<file path="src/hw/pin_finder_pkg.sv">
`default_nettype none

package pin_finder_pkg;

    // number of LED pins driven by the design
    localparam int pin_count = 8;

    // 25 MHz board clock, one blink step every 100 ms
    localparam int default_clocks_per_step = 2_500_000;
    // 25 MHz divided down to 9600 baud
    localparam int default_clocks_per_bit = 25_000_000 / 9600;

    // frame layout in step ticks
    // row and column fields use two steps per pulse slot
    localparam int row_slots = 20;
    localparam int col_slots = 16;
    localparam int gap_steps = 4;
    localparam int rest_steps = 4;

    // bounds of the transmitted digit stream
    localparam logic [7:0] ascii_zero = 8'd48;
    localparam logic [7:0] ascii_nine = 8'd57;

    // uart buffer entries, also the credits held by the digit source
    localparam int tx_depth = 2;

    // frame phases in the order they are walked
    typedef enum logic [1:0] {
        row_field,
        gap,
        col_field,
        rest
    } blink_phase_t;

    // shared blink position, 8 bits
    typedef struct packed {
        blink_phase_t phase;
        // pulse index in a field, step index in gap or rest
        logic [4:0]   slot;
        // on-half of the current pulse
        logic         lit;
    } blink_state_t;

    // ball coordinate of one LED pin, 11 bits
    typedef struct packed {
        // ball row letter as a number, A=1 through T=20
        logic [4:0] row;
        logic [4:0] col;
        // pin drives its LED low when on
        logic       active_low;
    } pin_entry_t;

    // representative pins, index i drives led[i]
    localparam pin_entry_t pin_table [pin_count] = '{
        '{row: 5'd2,  col: 5'd1,  active_low: 1'b0},
        '{row: 5'd3,  col: 5'd4,  active_low: 1'b0},
        '{row: 5'd4,  col: 5'd3,  active_low: 1'b0},
        '{row: 5'd5,  col: 5'd16, active_low: 1'b0},
        '{row: 5'd8,  col: 5'd12, active_low: 1'b0},
        '{row: 5'd13, col: 5'd7,  active_low: 1'b0},
        '{row: 5'd16, col: 5'd14, active_low: 1'b0},
        // T6 is the on-board LED, low-active
        '{row: 5'd20, col: 5'd6,  active_low: 1'b1}
    };

    // one byte offered to the uart, 9 bits
    typedef struct packed {
        logic       valid;
        logic [7:0] data;
    } tx_byte_t;

endpackage

`default_nettype wire

</file>
<file path="src/hw/blink_sequencer.sv">
`timescale 1ns/1ns
`default_nettype none

module blink_sequencer (
    input  logic                        clk_1,
    input  logic                        reset,
    input  logic                        step_tick,
    output pin_finder_pkg::blink_state_t state,
    output logic                        frame_done
);

    pin_finder_pkg::blink_phase_t next_phase;
    logic                         at_end;
    logic                         in_field;

    // number of slots or steps in each phase
    function automatic int slot_limit(input pin_finder_pkg::blink_phase_t phase);
        int limit;
        case (phase)
            pin_finder_pkg::row_field: limit = pin_finder_pkg::row_slots;
            pin_finder_pkg::gap:       limit = pin_finder_pkg::gap_steps;
            pin_finder_pkg::col_field: limit = pin_finder_pkg::col_slots;
            default:                   limit = pin_finder_pkg::rest_steps;
        endcase
        return limit;
    endfunction

    always_comb begin
        at_end = state.slot == 5'(slot_limit(state.phase) - 1);
        in_field = (state.phase == pin_finder_pkg::row_field) ||
                   (state.phase == pin_finder_pkg::col_field);
        // rest wraps back to the row field
        case (state.phase)
            pin_finder_pkg::row_field: next_phase = pin_finder_pkg::gap;
            pin_finder_pkg::gap:       next_phase = pin_finder_pkg::col_field;
            pin_finder_pkg::col_field: next_phase = pin_finder_pkg::rest;
            default:                   next_phase = pin_finder_pkg::row_field;
        endcase
    end

    always_ff @(posedge clk_1) begin
        if (reset) begin
            // park on the last rest step, all dark
            state <= '{
                phase: pin_finder_pkg::rest,
                slot: 5'(pin_finder_pkg::rest_steps - 1),
                lit: 1'b0
            };
            frame_done <= 1'b0;
        end else begin
            frame_done <= 1'b0;
            if (step_tick) begin
                if (state.lit) begin
                    // second half of a pulse is dark
                    state.lit <= 1'b0;
                end else if (!at_end) begin
                    state.slot <= state.slot + 5'd1;
                    // gap and rest never light
                    state.lit <= in_field;
                end else begin
                    state.phase <= next_phase;
                    state.slot <= '0;
                    state.lit <= (next_phase == pin_finder_pkg::row_field) ||
                                 (next_phase == pin_finder_pkg::col_field);
                    // leaving rest closes the frame
                    frame_done <= state.phase == pin_finder_pkg::rest;
                end
            end
        end
    end

    slot_in_range: assert property (@(posedge clk_1) disable iff (reset)
        int'(state.slot) < slot_limit(state.phase));

endmodule

`default_nettype wire

</file>
<file path="src/hw/digit_source.sv">
`timescale 1ns/1ns
`default_nettype none

module digit_source (
    input  logic                    clk_1,
    input  logic                    reset,
    input  logic                    frame_done,
    input  logic                    credit_return,
    output pin_finder_pkg::tx_byte_t byte_out
);

    typedef logic [$clog2(pin_finder_pkg::tx_depth + 1)-1:0] credit_t;

    credit_t    credits;
    logic [7:0] digit;
    logic       spend;
    logic       out_valid;
    logic [7:0] out_data;

    // a frame without a free credit is simply dropped
    assign spend = frame_done && (credits != '0);

    always_ff @(posedge clk_1) begin
        if (reset) begin
            credits <= credit_t'(pin_finder_pkg::tx_depth);
            digit <= pin_finder_pkg::ascii_zero;
            out_valid <= 1'b0;
        end else begin
            out_valid <= spend;
            if (spend) begin
                // '9' wraps to '0'
                digit <= (digit == pin_finder_pkg::ascii_nine) ?
                         pin_finder_pkg::ascii_zero : digit + 8'd1;
            end
            // spend and return in the same cycle cancel out
            if (spend && !credit_return) begin
                credits <= credits - 1'b1;
            end else if (credit_return && !spend) begin
                credits <= credits + 1'b1;
            end
        end
    end

    always_ff @(posedge clk_1) begin
        if (spend) begin
            out_data <= digit;
        end
    end

    assign byte_out = '{valid: out_valid, data: out_data};

    valid_needs_credit: assert property (@(posedge clk_1) disable iff (reset)
        byte_out.valid |-> $past(credits) != '0);

    credits_bounded: assert property (@(posedge clk_1) disable iff (reset)
        credits <= credit_t'(pin_finder_pkg::tx_depth));

endmodule

`default_nettype wire

</file>
<file path="src/hw/led_bank.sv">
`timescale 1ns/1ns
`default_nettype none

module led_bank (
    input  logic                                clk_1,
    input  logic                                reset,
    input  pin_finder_pkg::blink_state_t        state,
    output logic [pin_finder_pkg::pin_count-1:0] led
);

    logic [pin_finder_pkg::pin_count-1:0] active;
    logic [pin_finder_pkg::pin_count-1:0] polarity;

    // pin is on while lit and the slot is below its row or column number
    always_comb begin
        for (int i = 0; i < pin_finder_pkg::pin_count; i++) begin
            polarity[i] = pin_finder_pkg::pin_table[i].active_low;
            case (state.phase)
                pin_finder_pkg::row_field:
                    active[i] = state.lit &&
                                (state.slot < pin_finder_pkg::pin_table[i].row);
                pin_finder_pkg::col_field:
                    active[i] = state.lit &&
                                (state.slot < pin_finder_pkg::pin_table[i].col);
                default:
                    active[i] = 1'b0;
            endcase
        end
    end

    // inactive level is the polarity bit itself
    always_ff @(posedge clk_1) begin
        if (reset) begin
            led <= polarity;
        end else begin
            led <= active ^ polarity;
        end
    end

endmodule

`default_nettype wire

</file>
<file path="src/hw/pin_finder_top.sv">
`timescale 1ns/1ns
`default_nettype none

module pin_finder_top #(
    parameter int clocks_per_step = pin_finder_pkg::default_clocks_per_step,
    parameter int clocks_per_bit = pin_finder_pkg::default_clocks_per_bit
) (
    input  logic                                clk_1,
    input  logic                                reset,
    output logic [pin_finder_pkg::pin_count-1:0] led,
    output logic                                txd
);

    logic                         step_tick;
    logic                         bit_tick;
    pin_finder_pkg::blink_state_t blink_state;
    logic                         frame_done;
    pin_finder_pkg::tx_byte_t     tx_byte;
    logic                         credit_return;

    // enables for the blink and uart rates
    tick_gen #(
        .clocks_per_step(clocks_per_step),
        .clocks_per_bit(clocks_per_bit)
    ) tick_gen_inst (
        .clk_1(clk_1),
        .reset(reset),
        .step_tick(step_tick),
        .bit_tick(bit_tick)
    );

    // one shared frame walker for all pins
    blink_sequencer blink_sequencer_inst (
        .clk_1(clk_1),
        .reset(reset),
        .step_tick(step_tick),
        .state(blink_state),
        .frame_done(frame_done)
    );

    led_bank led_bank_inst (
        .clk_1(clk_1),
        .reset(reset),
        .state(blink_state),
        .led(led)
    );

    // one digit per frame, credit limited
    digit_source digit_source_inst (
        .clk_1(clk_1),
        .reset(reset),
        .frame_done(frame_done),
        .credit_return(credit_return),
        .byte_out(tx_byte)
    );

    uart_tx uart_tx_inst (
        .clk_1(clk_1),
        .reset(reset),
        .bit_tick(bit_tick),
        .byte_in(tx_byte),
        .credit_return(credit_return),
        .txd(txd)
    );

endmodule

`default_nettype wire

</file>
<file path="src/hw/tick_gen.sv">
`timescale 1ns/1ns
`default_nettype none

module tick_gen #(
    parameter int clocks_per_step = pin_finder_pkg::default_clocks_per_step,
    parameter int clocks_per_bit = pin_finder_pkg::default_clocks_per_bit
) (
    input  logic clk_1,
    input  logic reset,
    output logic step_tick,
    output logic bit_tick
);

    typedef logic [$clog2(clocks_per_step)-1:0] step_count_t;
    typedef logic [$clog2(clocks_per_bit)-1:0] bit_count_t;

    step_count_t step_count;
    bit_count_t  bit_count;

    // blink step enable
    // registered so the first pulse lands N cycles after reset
    always_ff @(posedge clk_1) begin
        if (reset) begin
            step_count <= '0;
            step_tick <= 1'b0;
        end else if (step_count == step_count_t'(clocks_per_step - 1)) begin
            step_count <= '0;
            step_tick <= 1'b1;
        end else begin
            step_count <= step_count + 1'b1;
            step_tick <= 1'b0;
        end
    end

    // uart bit enable, same scheme at the bit rate
    always_ff @(posedge clk_1) begin
        if (reset) begin
            bit_count <= '0;
            bit_tick <= 1'b0;
        end else if (bit_count == bit_count_t'(clocks_per_bit - 1)) begin
            bit_count <= '0;
            bit_tick <= 1'b1;
        end else begin
            bit_count <= bit_count + 1'b1;
            bit_tick <= 1'b0;
        end
    end

endmodule

`default_nettype wire

</file>
<file path="src/hw/uart_tx.sv">
`timescale 1ns/1ns
`default_nettype none

module uart_tx (
    input  logic                    clk_1,
    input  logic                    reset,
    input  logic                    bit_tick,
    input  pin_finder_pkg::tx_byte_t byte_in,
    output logic                    credit_return,
    output logic                    txd
);

    // what the line is carrying right now
    typedef enum logic [1:0] {
        tx_idle,
        tx_start,
        tx_data,
        tx_stop
    } tx_state_t;

    typedef logic [$clog2(pin_finder_pkg::tx_depth)-1:0] ptr_t;
    typedef logic [$clog2(pin_finder_pkg::tx_depth + 1)-1:0] count_t;

    logic [7:0] fifo_mem [pin_finder_pkg::tx_depth];
    ptr_t       wr_ptr;
    ptr_t       rd_ptr;
    count_t     count;
    logic       pop;
    tx_state_t  tx_state;
    logic [7:0] shift;
    logic [2:0] bit_index;

    // next byte leaves the buffer on a tick from idle or at the end of a stop bit
    assign pop = bit_tick && (count != '0) &&
                 ((tx_state == tx_idle) || (tx_state == tx_stop));

    // buffer storage
    always_ff @(posedge clk_1) begin
        if (byte_in.valid) begin
            fifo_mem[wr_ptr] <= byte_in.data;
        end
    end

    // buffer pointers and fill level
    always_ff @(posedge clk_1) begin
        if (reset) begin
            wr_ptr <= '0;
            rd_ptr <= '0;
            count <= '0;
        end else begin
            if (byte_in.valid) begin
                wr_ptr <= (wr_ptr == ptr_t'(pin_finder_pkg::tx_depth - 1)) ?
                          '0 : wr_ptr + 1'b1;
            end
            if (pop) begin
                rd_ptr <= (rd_ptr == ptr_t'(pin_finder_pkg::tx_depth - 1)) ?
                          '0 : rd_ptr + 1'b1;
            end
            if (byte_in.valid && !pop) begin
                count <= count + 1'b1;
            end else if (pop && !byte_in.valid) begin
                count <= count - 1'b1;
            end
        end
    end

    // 8N1 serializer, lsb first
    always_ff @(posedge clk_1) begin
        if (reset) begin
            tx_state <= tx_idle;
            txd <= 1'b1;
            bit_index <= 3'd0;
            credit_return <= 1'b0;
        end else begin
            credit_return <= 1'b0;
            if (bit_tick) begin
                case (tx_state)
                    tx_start: begin
                        txd <= shift[0];
                        shift <= shift >> 1;
                        bit_index <= 3'd0;
                        tx_state <= tx_data;
                    end
                    tx_data: begin
                        if (bit_index == 3'd7) begin
                            txd <= 1'b1;
                            tx_state <= tx_stop;
                        end else begin
                            txd <= shift[0];
                            shift <= shift >> 1;
                            bit_index <= bit_index + 3'd1;
                        end
                    end
                    default: begin
                        // stop bit done, hand the slot back
                        credit_return <= tx_state == tx_stop;
                        if (pop) begin
                            // start bit of the next byte
                            txd <= 1'b0;
                            shift <= fifo_mem[rd_ptr];
                            tx_state <= tx_start;
                        end else begin
                            txd <= 1'b1;
                            tx_state <= tx_idle;
                        end
                    end
                endcase
            end
        end
    end

    // credit flow upstream must keep the buffer from overflowing
    no_write_when_full: assert property (@(posedge clk_1) disable iff (reset)
        byte_in.valid |-> count != count_t'(pin_finder_pkg::tx_depth));

endmodule

`default_nettype wire

</file>
<file path="config.mk">
export PLATFORM = sky130hd
export DESIGN_NAME = pin_finder_top
export DESIGN_NICKNAME = d
export VERILOG_FILES = /design/src/hw/pin_finder_pkg.sv /design/src/hw/blink_sequencer.sv /design/src/hw/digit_source.sv /design/src/hw/led_bank.sv /design/src/hw/pin_finder_top.sv /design/src/hw/tick_gen.sv /design/src/hw/uart_tx.sv
export SDC_FILE = /design/constraint.sdc
export NUM_CORES = 1
export LEC_CHECK = 0
export BUFFER_PORTS_ARGS = -buffer_cell sky130_fd_sc_hd__buf_4
export CAP_MARGIN = 30
export CORE_AREA = 2 2 105 107
export DETAILED_ROUTE_END_ITERATION = 8
export DIE_AREA = 0 0 107 109
export GPL_ROUTABILITY_DRIVEN = 0
export REMOVE_ABC_BUFFERS = 1
export SLEW_MARGIN = 15
export SYNTH_ARGS = -nofsm -noshare
export SYNTH_HDL_FRONTEND = slang
export SYNTH_SLANG_ARGS = --single-unit
export TNS_END_PERCENT = 30
</file>
<file path="constraint.sdc">
create_clock -name clk_1 -period 3.41 [get_ports clk_1]
set_input_delay 0.8525 -clock clk_1 [delete_from_list [all_inputs] [get_ports clk_1]]
set_output_delay 0.8525 -clock clk_1 [all_outputs]
set_load 0.005 [all_outputs]
</file>
==> Word-level counts from Yosys, hierarchy flattened <==
Memory sizes are Yosys's and may differ from the RTL's. A register that Yosys moved wholly into a read port is not among the register bits.
Cells that the tools add are included.
{ "classes": {"n_addsub": 12, "magnitude_cmp": 13, "eq_ne": 14, "mux": 36, "n_bitwise": 6, "n_reduce_logical": 45} }
{ "ops": {"columns": ["operator", "count"], "rows": [
  ["2-to-1 mux 8 bit", 3],
  ["adder 22 x 1 -> 22 bit, second input constant", 1],
  ["== test 22 bit, second input constant", 1],
  ["logical AND 1 bit", 20],
  ["< comparator 5 x 3 -> 1 bit, second input constant", 4],
  ["< comparator 5 x 4 -> 1 bit, second input constant", 4],
  ["one-hot mux 1 bit (2 select lines)", 9],
  ["one-hot mux 8 bit (2 select lines)", 1],
  ["adder 12 x 1 -> 12 bit, second input constant", 1],
  ["== test 12 bit, second input constant", 1],
  ["2-to-1 mux 1 bit", 12],
  ["== test 2 bit, second input constant", 5],
  ["< comparator 5 x 2 -> 1 bit, second input constant", 2],
  ["< comparator 5 bit, second input constant", 2],
  ["2-to-1 mux 2 bit", 5],
  ["one-hot mux 5 bit (2 select lines)", 1],
  ["nonzero test 2 bit", 5],
  ["adder 8 x 1 -> 8 bit, second input constant", 1],
  ["== test 8 x 6 -> 1 bit, second input constant", 1],
  ["OR reduction 4 bit", 2],
  ["zero test 2 bit", 3],
  ["2-to-1 mux 6 bit", 1],
  ["inverter 1 bit", 6],
  ["one-hot mux 2 bit (3 select lines)", 1],
  ["22 further kinds", 34]
]} }
{ "totals": {"ff_bits": 91, "ramBits": 16, "out_inout_bits": 9, "memories": 1} }
{ "mem_list": {"columns": ["memory", "words", "word_bits", "rd", "rd_ports_with_merged_regs", "wr", "line", "text"], "rows": [
  ["uart_tx_inst.fifo_mem", 2, 8, 1, 1, 1, "uart_tx.sv:24", "logic [7:0] fifo_mem [pin_finder_pkg::tx_depth];"]
]} }

==> Logic depth before layout (Yosys ltp) <==
Gate-level depths: netlist of run 1.
{ "logic_depth": {"ltp_word": 6, "mapped_depth": 7, "depth_no_buf": 7} }

==> Hierarchy <==
From an unflattened synthesis of run 1, not the netlist that was laid out.
{ "hier_totals": {"cells_unflattened": 458, "area_unflattened_um2": 4720.8} }
{ "modules_own_cells": {"columns": ["module", "n_inst", "cells_each", "area_per_inst_um2", "seq_area_each_um2"], "rows": [
  ["tick_gen", 1, 185, 1631.6, 720.7],
  ["uart_tx", 1, 116, 1478.9, 960.9],
  ["digit_source", 1, 68, 778.2, 460.4],
  ["blink_sequencer", 1, 59, 523.0, 180.2],
  ["led_bank", 1, 30, 309.0, 160.2]
]} }

==> Worst setup path before layout of run 1 <==
OpenSTA, ideal clock, no wires.
{ "synth_timing": {"kind": "input -> register", "startpoint": "input port reset", "endpoint": "register uart_tx_inst.shift[0] (enable)", "arrival_ps": 1551, "slack_ps": 1527, "stages": 3, "n_path_buf": 1, "cell_sequence": "inv_1 > clkbuf_1 > and4_1"} }
{ "synth_via": {"elab_chain_len": 2} }
{ "synth_rtl": {"columns": ["item", "line", "text"], "rows": [
  ["from (decl)", "pin_finder_top.sv:9", "input logic reset,"],
  ["inverter 1 bit (no source line)", null, null],
  ["AND reduction 4 bit (no source line)", null, null],
  ["to (signal assigned)", "uart_tx.sv:80", "shift <= shift >> 1;"],
  ["to (signal assigned)", "uart_tx.sv:90", "shift <= shift >> 1;"],
  ["to (signal assigned)", "uart_tx.sv:100", "shift <= fifo_mem[rd_ptr];"],
  ["to (decl)", "uart_tx.sv:30", "logic [7:0] shift;"]
]} }
No other way between the ends.
A chain may end at the register's enable or synchronous reset.

==> Final worst setup path of run 1 <==
{ "layout_timing": {"startpoint": "register uart_tx_inst.tx_state[0]", "endpoint": "register uart_tx_inst.count[1]"} }
{ "layout_via": {"elab_chain_len": 6} }
{ "layout_rtl": {"columns": ["item", "line", "text"], "rows": [
  ["from (decl)", "uart_tx.sv:29", "tx_state_t tx_state;"],
  ["from (signal assigned)", "uart_tx.sv:70", "tx_state <= tx_idle;"],
  ["from (signal assigned)", "uart_tx.sv:82", "tx_state <= tx_data;"],
  ["from (signal assigned)", "uart_tx.sv:87", "tx_state <= tx_stop;"],
  ["== test 2 bit or zero test 2 bit (tied branches)", "uart_tx.sv:35", "((tx_state == tx_idle) || (tx_state == tx_stop));"],
  ["logical OR 1 bit (*)", "uart_tx.sv:35", null],
  ["logical AND 1 bit (*)", "uart_tx.sv:34", "assign pop = bit_tick && (count != '0) &&"],
  ["zero test 1 bit", "uart_tx.sv:59", "if (byte_in.valid && !pop) begin"],
  ["logical AND 1 bit", "uart_tx.sv:59", null],
  ["2-to-1 mux 2 bit or nonzero test 2 bit (tied branches)", null, null],
  ["to (signal assigned)", "uart_tx.sv:60", "count <= count + 1'b1;"],
  ["to (signal assigned)", "uart_tx.sv:62", "count <= count - 1'b1;"],
  ["to (decl)", "uart_tx.sv:27", "count_t count;"]
]} }
Mark *: on every way between the ends. The rest lies on a longest branch, timed or not.

==> results of run 1 <==
synthesized netlist by cell type (5+ instances only):
library cell	number	share of area
a21oi_1	24	0.026
nand4_1	9	0.012
nor3_1	11	0.012
ha_1	16	0.044
or3_1	7	0.0095
clkbuf_1	13	0.011
edfxtp_1	32	0.21
mux2i_1	8	0.017
nand2_1	28	0.023
nor4b_1	5	0.0095
nand3_1	16	0.017
nor4_1	8	0.011
dfxtp_1	76	0.33
nand2b_1	6	0.0082
xor2_1	15	0.029
xnor2_1	26	0.050
nor2_1	72	0.059
o21ai_0	11	0.012
inv_1	15	0.012
layer usage:
metal	track usage	vias up	part of all wire	routed length, µm
met4	0.06772	0	0.013	104
met5	0	-	0	0
met2	0.2334	55	0.45	3561
met1	0.1961	1465	0.51	4014
met3	0.03168	10	0.030	234
li1	-	1621	-	-
final cells by class:
type,instances,share of cell area
inverters,15,0.01124
well taps,140,0.03498
clock buffers,9,0.02474
multi-input cells,316,0.4003
clock inverters,7,0.01499
flip-flops and latches,108,0.4958
repair buffers,12,0.01799
placed cells by master, fill, tap and decap left out, drive strengths merged, types with 13 or more instances in the layout:
cell,instances
a21oi,24
dfxtp,76
edfxtp,32
ha,16
inv,16
nand2,28
nand3,16
nor2,72
o21ai,13
xnor2,26
xor2,15
cells by family (layout without fill, tap and decap cells):
family,count (synthesis),after routing,share of synthesized area
buffers and inverters,30,43,0.02477
multiplexers,9,9,0.01988
AND/OR/NAND/NOR,189,189,0.2118
XOR/XNOR,41,41,0.07814
flip-flops,108,108,0.5402
AO/OA/AOI/OAI,61,61,0.08168
adder cells (fa/ha/maj),16,16,0.04356
worst register-to-register path: cells and delay by family (launching register included):
family / cells / cell delay (ns)
buffers and inverters: 1 / 0.06
DFF: 1 / 0.39
adders and majority gates: 2 / 1.02
AOI/OAI and AO/OA: 2 / 0.37
and+or+nand+nor: 1 / 0.35
report_power, final:
part	total [mW]	internal [mW]	switching, mW
Clock	0.776	0.342	0.434
Sequential	1.33	1.32	0.00754
Combinational	0.0308	0.00972	0.0210
Total	2.13	1.67	0.463
registers in the layout (all words and copies together), names as in the netlist, named ones only:
| signal | flops |
|---|---|
| digit_source_inst.digit | 8 |
| tick_gen_inst.step_count | 22 |
| uart_tx_inst.credit_return | 1 |
| tick_gen_inst.bit_tick | 1 |
| uart_tx_inst.txd | 1 |
| uart_tx_inst.count | 2 |
| tick_gen_inst.step_tick | 1 |
| blink_sequencer_inst.state | 8 |
| uart_tx_inst.bit_index | 3 |
| uart_tx_inst.shift | 8 |
| uart_tx_inst.rd_ptr | 1 |
| uart_tx_inst.tx_state | 2 |
| uart_tx_inst.fifo_mem | 16 |
| digit_source_inst.out_data | 8 |
| blink_sequencer_inst.frame_done | 1 |
| digit_source_inst.out_valid | 1 |
| tick_gen_inst.bit_count | 12 |
| digit_source_inst.credits | 2 |
| led_bank_inst.led | 8 |
| uart_tx_inst.wr_ptr | 1 |
stage by stage:
| stage | total power [mW] | util | cell area (µm²) |
|---|---|---|---|
| 5_1_grt | 2.220 | 0.4723 | 5007 |
| 6_report | 2.133 | 0.4723 | 5007 |
| 2_1_floorplan | 1.372 | - | 4538 |
| 4_1_cts | 2.167 | 0.4723 | 5007 |
| 3_3_place_gp | 1.386 | 0.4535 | 4808 |
| 3_5_place_dp | 1.387 | 0.4535 | 4808 |
path summary, 6_finish.rpt:
kind	slack [ns]	end	start	cells past startpoint
max	1.15	uart_tx_inst.count[1]$_SDFFE_PP0P_	uart_tx_inst.tx_state[0]$_SDFFE_PP0P_	6
min	0.44	uart_tx_inst.fifo_mem[1][7]$_DFFE_PP_	digit_source_inst.out_data[7]$_DFFE_PP_	0
max reg2reg	1.15	uart_tx_inst.count[1]$_SDFFE_PP0P_	uart_tx_inst.tx_state[0]$_SDFFE_PP0P_	6
min reg2reg	0.44	uart_tx_inst.fifo_mem[1][7]$_DFFE_PP_	digit_source_inst.out_data[7]$_DFFE_PP_	0
==> key figures, run 1 <==
STA
  • Hold Fails Final Rpt: 0
  • Hold WS: 0.4437 ns
  • Layout Skew: 0.01064 ns
  • Worst Max-Slew Pin Slew: 0.7155 ns
  • Setup TNS: 0 ns
  • RSZ-0062 raised after global routing: no
  • Post-layout min period: 2.263 ns
  • Final WS setup: 1.147 ns
  • Max-slew violation count: 0
  • Final setup fails: 0
  • Slew HR: 0.5220
  • Fmax achieved: 0.4419 GHz
  • Crit share post-route: 0.6636

Clock tree
  • PostCTS Resize Cnt: 0
  • Clock Sinks: 108
  • Clk Latency, worst-skew pair: 0.37 ns
  • Root Driver: clkbuf_8
  • CTS tree: yes
  • CTS max path bufs: 2
  • Clk slew on worst S/H paths: 0.10 ns
  • H-tree lvl count: 3
  • Number of hold buffers added after CTS: 0
  • Total CTS buffers: 9
  • # Post-CTS Setup Buffers: 0

Power
  • P_leak: 1.693 nW
  • P per Cell Area: 426.0 nW/µm²
  • Worst ir drop on vdd: 0.1820 mV

Drt
  • Vias: 3151
  • Residual DRC count: 0
  • DR WL/cell: 13.04 µm
  • Antenna viol nets, final: 0
  • DRT Pass-1 Iters: 4
  • Total wire length: 7.914 mm
  • Drt via density: 5.191
  • DRC violation total after the first TritonRoute iteration: 236

Floorplanning
  • Die X-Extent: 107 µm
  • Initial Util: 0.4334
  • Ports: 11
  • Die Y-Extent: 109 µm
  • Die area: 11660 µm²
  • Core area: 10600 µm²
  • Row count: 38

Global routing
  • Initial antenna violation count: 0
  • Gr ovfl total: 0
  • Number of global-route vias before repair: 3038
  • Global Route Usage Sum: 0.1481
  • Largest net degree at the start of global routing: 25
  • First-pass GRT wire length: 13.81 mm

Place
  • Inst Count DP: 591
  • Post-Place Setup Slack: 1.177 ns
  • Post-DP HPWL: 5.372 mm
  • Number of I/O port buffers: 10

Setup path
  • Worst Path Arrival: 2.57 ns
  • Critical Path, Cell by Cell: inv_1 > ha_1 > o211ai_1 > ha_1 > or3_1 > a21oi_1
  • Crit-path slowest cell: ha_1
  • CP required: 3.72 ns
  • Setup CP Type: reg -> reg
  • Worst Path Buf+Inv: 1
  • Critical Path Sink Type: flip-flop
  • Top delay family on crit path: adder cells
  • Crit-path max cell delay: 0.66 ns
  • CP Max Fanout: 22
  • Critical path startpoint category: flip-flop
  • Most frequent CP cell: ha_1

Layout
  • # fillers: 1003
  • Share of cells above drive strength 1: 0.07281
  • Register area: 2482 µm²
  • # diodes: 0
  • Non-filler cells in the finished layout: 607
  • Nets: 480
  • Area of the multi-input gates: 2004 µm²
  • Area grow syn2layout: 8.957%

Yosys
  • Async set or reset register ratio after synthesis: 0
  • Yosys warnings: 0
  • Gate Count Post-Synth: 454
  • Sequential area share after synthesis: 0.5402
  • Mean post-synth cell area: 10.12 µm²
  • Synthesized flop and latch total: 108
  • Number of synthesized flops with an enable pin: 32
  • Post-synthesis cell type count: 48
  • Synth Cell Area: 4596 µm²
  • Prevailing post-synth register cell: dfxtp_1

Flow run
  • Max cap viols: 0

Min path
  • Hold Path Class: reg -> reg

Outcome
  • Outcome: completed
No activity file was read; power rests on OpenSTA's default activity.
==> run 2, diff against run 1 <==
--- a/config.mk
+++ b/config.mk
@@ -5,11 +5,12 @@
 export SDC_FILE = /design/constraint.sdc
 export NUM_CORES = 1
 export LEC_CHECK = 0
+export ABC_AREA = 1
 export BUFFER_PORTS_ARGS = -buffer_cell sky130_fd_sc_hd__buf_4
 export CAP_MARGIN = 30
-export CORE_AREA = 2 2 105 107
+export CORE_AREA = 2 2 106 108
 export DETAILED_ROUTE_END_ITERATION = 8
-export DIE_AREA = 0 0 107 109
+export DIE_AREA = 0 0 108 110
 export GPL_ROUTABILITY_DRIVEN = 0
 export REMOVE_ABC_BUFFERS = 1
 export SLEW_MARGIN = 15
==> constraint.sdc (replaced) <==
create_clock -name clk_1 -period 1.86 [get_ports clk_1]
set_input_delay 0.465 -clock clk_1 [delete_from_list [all_inputs] [get_ports clk_1]]
set_output_delay 0.465 -clock clk_1 [all_outputs]
set_load 0.005 [all_outputs]
==> key figures, run 2 <==
Outcome
  • Outcome: completed

STA
  • Max-slew violation count: 0 (unchanged)
  • RSZ-0062 raised after global routing: no
  • Final setup fails: 0 (unchanged)
  • Crit share post-route: 0.8960 (+0.2325)
  • Fmax achieved: 0.6000 GHz (+36%)
  • Hold WS: 0.4522 ns (+0.008512 ns)
  • Layout Skew: 0.01235 ns (+0.001708 ns)
  • Worst Max-Slew Pin Slew: 0.4135 ns (-0.3020 ns)
  • Hold Fails Final Rpt: 0 (unchanged)
  • Setup TNS: 0 ns (unchanged)
  • Slew HR: 0.7222 (+0.2002)
  • Post-layout min period: 1.667 ns (-0.5962 ns)

Yosys
  • Post-synthesis adder-cell area fraction: 0.04223 (-0.001334)
  • Yosys warnings: 0 (unchanged)
  • Post-synthesis simple-gate area fraction: 0.2526 (+0.04076)
  • Mean post-synth cell area: 8.421 µm² (-17%)
  • Async set or reset register ratio after synthesis: 0 (unchanged)
  • Main combinational cell family by area after synthesis: simple AND/OR/NAND/NOR gates
  • Synth Cell Area: 4741 µm² (+3.2%)
  • Sequential area share after synthesis: 0.5236 (-0.01654)
  • Post-synthesis xor/xnor area fraction: 0.03880 (-0.03934)
  • Count leader, synth: nand2_1
  • Synth Area in Compound Gates: 0.07944 (-0.002237)
  • Post-synthesis cell type count: 34 (-29%)
  • Gate Count Post-Synth: 563 (+24%)
  • Prevailing post-synth register cell: dfxtp_1
  • Largest cells by area after synthesis: dfxtp_1 32%, edfxtp_1 20%, nand2_1 8.1%, nor2_1 8.0%, inv_1 5.0%
  • Synthesized flop and latch total: 108 (unchanged)
  • Synth area leader: dfxtp_1
  • Post-synth top cells: 102 x nand2_1, 101 x nor2_1, 76 x dfxtp_1, 63 x inv_1, 33 x a21oi_1
  • Number of synthesized flops with an enable pin: 32 (unchanged)
  • Mux cell area share after synthesis: 0 (-0.01987)
  • Yosys top cell area share: 0.3209 (-0.01014)

Min path
  • Hold Path Depth: 1 (+1)
  • Hold EP: tick_gen_inst.bit_count[0]$_SDFF_PP0_
  • HP Start: tick_gen_inst.bit_count[0]$_SDFF_PP0_
  • Hold Path Class: reg -> reg

Place
  • Inst Count DP: 715 (+21%)
  • Post-DP HPWL: 5.939 mm (+11%)
  • Number of I/O port buffers: 10 (unchanged)
  • Placed Area: 5017 µm² (+4.3%)

Power
  • Power Total: 3.770 mW (+77%)
  • Worst ir drop on vdd: 0.4130 mV (+130%)
  • P per Cell Area: 722.8 nW/µm² (+70%)
  • P_leak: 1.865 nW (+10%)

Setup path
  • Crit-path slowest cell: dfxtp_2
  • Reg2Reg Capture Point: uart_tx_inst.shift[4]$_DFFE_PP_
  • Worst R2R Path Depth: 7 (+1)
  • Most frequent CP cell: buf_4
  • CP Max Fanout: 9 (-59%)
  • CP required: 1.94 ns (-1.78 ns)
  • Crit-path max cell delay: 0.34 ns (-0.32 ns)
  • Critical Path Sink Type: flip-flop
  • Reg2Reg Launch Point: uart_tx_inst.tx_state[0]$_SDFFE_PP0P_
  • Setup CP Type: reg -> reg
  • Critical Path, Cell by Cell: inv_1 > ha_1 > inv_2 > buf_4 > nor2_1 > nor4_1 > buf_4
  • R2r setup slk: 0.19 ns (-0.95 ns)
  • Critical path startpoint category: flip-flop
  • Worst Path Arrival: 1.75 ns (-0.82 ns)

Drt
  • Antenna viol nets, final: 0 (unchanged)
  • Residual DRC count: 0 (unchanged)
  • DRT Pass-1 Iters: 4 (unchanged)
  • Vias: 3496 (+11%)
  • Total wire length: 8.168 mm (+3.2%)
  • DR WL/cell: 11.16 µm (-14%)
  • Drt via density: 4.776 (-8.0%)
  • DRC violation total after the first TritonRoute iteration: 192 (-19%)

Global routing
  • Gr ovfl total: 0 (unchanged)
  • Grt peak-use layer: met2
  • Number of global-route vias before repair: 3312 (+9.0%)
  • Largest net degree at the start of global routing: 23 (-8.0%)
  • M1 GR Usage: 0.1892 (-0.006892)
  • Routing usage on met3: 0.03175 (+0.00006641)
  • Met2 GRT Util: 0.2579 (+0.02447)
  • Global Route Usage Sum: 0.1508 (+0.002745)
  • Initial antenna violation count: 0 (unchanged)
  • First-pass GRT wire length: 14.42 mm (+4.5%)

Flow run
  • Max cap viols: 0 (unchanged)

Clock tree
  • Clk slew on worst S/H paths: 0.10 ns (about the same)
  • CTS max path bufs: 2 (unchanged)
  • Root Driver: clkbuf_8
  • Clk Latency, worst-skew pair: 0.37 ns (about the same)
  • CTS tree: yes
  • Total CTS buffers: 9 (unchanged)
  • H-tree lvl count: 3 (unchanged)
  • Clock Sinks: 108 (unchanged)

Layout
  • Nets: 605 (+26%)
  • # diodes: 0 (unchanged)
  • Highest-count cells in the layout ignoring fill and taps: 102 x nand2_1, 100 x nor2_1, 75 x dfxtp_1
  • Largest register FFs: 22 (unchanged)
  • Share of cells above drive strength 1: 0.09966 (+0.02686)
  • Finished layout cell area: 5215 µm² (+4.1%)
  • Biggest regs: tick_gen_inst.step_count: 22 flops, uart_tx_inst.fifo_mem: 16 flops, tick_gen_inst.bit_count: 12 flops
  • Top reg by flops: tick_gen_inst.step_count
  • Commonest non-fill, non-tap cell in the layout: nand2_1
  • Area grow syn2layout: 10.00%
  • Non-filler cells in the finished layout: 732 (+21%)

Floorplanning
  • Core area: 10700 µm² (+0.90%)
  • Row count: 38 (unchanged)
  • Die Y-Extent: 110 µm (+0.92%)
  • Ports: 11 (unchanged)
  • Die area: 11880 µm² (+1.9%)
  • Initial Util: 0.4432 (+0.009714)
  • Die X-Extent: 108 µm (+0.93%)
run 2: changes by cell type after synthesis, sizes merged, moves of 13 or more:
| cell | previous run | this run |
|---|---|---|
| inv | 15 | 63 |
| nand2 | 28 | 105 |
| nand3 | 16 | 29 |
| nor2 | 72 | 108 |
| o21ai | 13 | 31 |
| xnor2 | 26 | 5 |
run 2: cell families (layout without fill, tap and decap cells):
logic type,Yosys count,after routing
AOI/OAI and AO/OA,70,70
xor gates and xnor gates,21,21
adders and majority gates,16,16
buffers and inverters,74,103
DFF,108,108
and+or+nand+nor,274,274
run 2: routing by layer:
metal	share of wire	vias to the layer above
met5	0	-
met4	0.0076	0
met3	0.030	4
met2	0.48	45
met1	0.48	1577
li1	-	1870
run 2: report_power, final:
part           leakage [nW]  internal, mW  switching [mW]  total (mW)
clock network        0.0782         0.490           0.797        1.29
logic                 0.879        0.0182          0.0390      0.0572
registers             0.908          2.42         0.00836        2.42
total                  1.87          2.92           0.845        3.77
run 2: metrics by stage:
stage          setup WS (ns)  utilization
3_3_place_gp          0.1057       0.4690
5_1_grt              0.01423       0.4875
3_5_place_dp         0.03185       0.4690
6_report              0.1934       0.4875
2_1_floorplan        -0.6175            -
4_1_cts              0.01468       0.4853
run 2: worst max path at each step:
stage / start / end / slack (ns) / cells after the start
final: uart_tx_inst.tx_state[0]$_SDFFE_PP0P_ / uart_tx_inst.shift[4]$_DFFE_PP_ / 0.19 / 7
after global placement: uart_tx_inst.tx_state[0]$_SDFFE_PP0P_ / uart_tx_inst.count[1]$_SDFFE_PP0P_ / 0.11 / 10
after global routing: tick_gen_inst.step_count[0]$_SDFF_PP0_ / tick_gen_inst.step_count[11]$_SDFF_PP0_ / 0.01 / 6
after detailed placement: uart_tx_inst.tx_state[0]$_SDFFE_PP0P_ / uart_tx_inst.count[1]$_SDFFE_PP0P_ / 0.03 / 10
after CTS: uart_tx_inst.tx_state[0]$_SDFFE_PP0P_ / uart_tx_inst.count[1]$_SDFFE_PP0P_ / 0.01 / 10
after floorplan: uart_tx_inst.tx_state[0]$_SDFFE_PP0P_ / uart_tx_inst.shift[0]$_DFFE_PP_ / -0.62 / 6
run 2: final cells by class:
| class | count | area, µm² |
|---|---|---|
| fillers | 1034 | 5483 |
| repair buffers | 22 | 165.2 |
| well taps | 140 | 175.2 |
| clock buffers | 9 | 123.9 |
| multi-input cells | 381 | 1973 |
| flip-flops and latches | 108 | 2484 |
| inverters | 65 | 244.0 |
| clock inverters | 7 | 50.05 |
run 2: critical path: cells and delay by family (launching register included):
kind,cells,cell delay (ns)
and+or+nand+nor,2,0.24
adders and majority gates,1,0.31
DFF,1,0.34
buffers and inverters,4,0.48
run 2: repair_timing:
action / in CTS / in global routing
hold buffers: 0 / 0
pin swaps: 1 / 2
gates resized for setup: 2 / 5
setup endpoints to repair: 1 / 2
setup buffers: 0 / 1
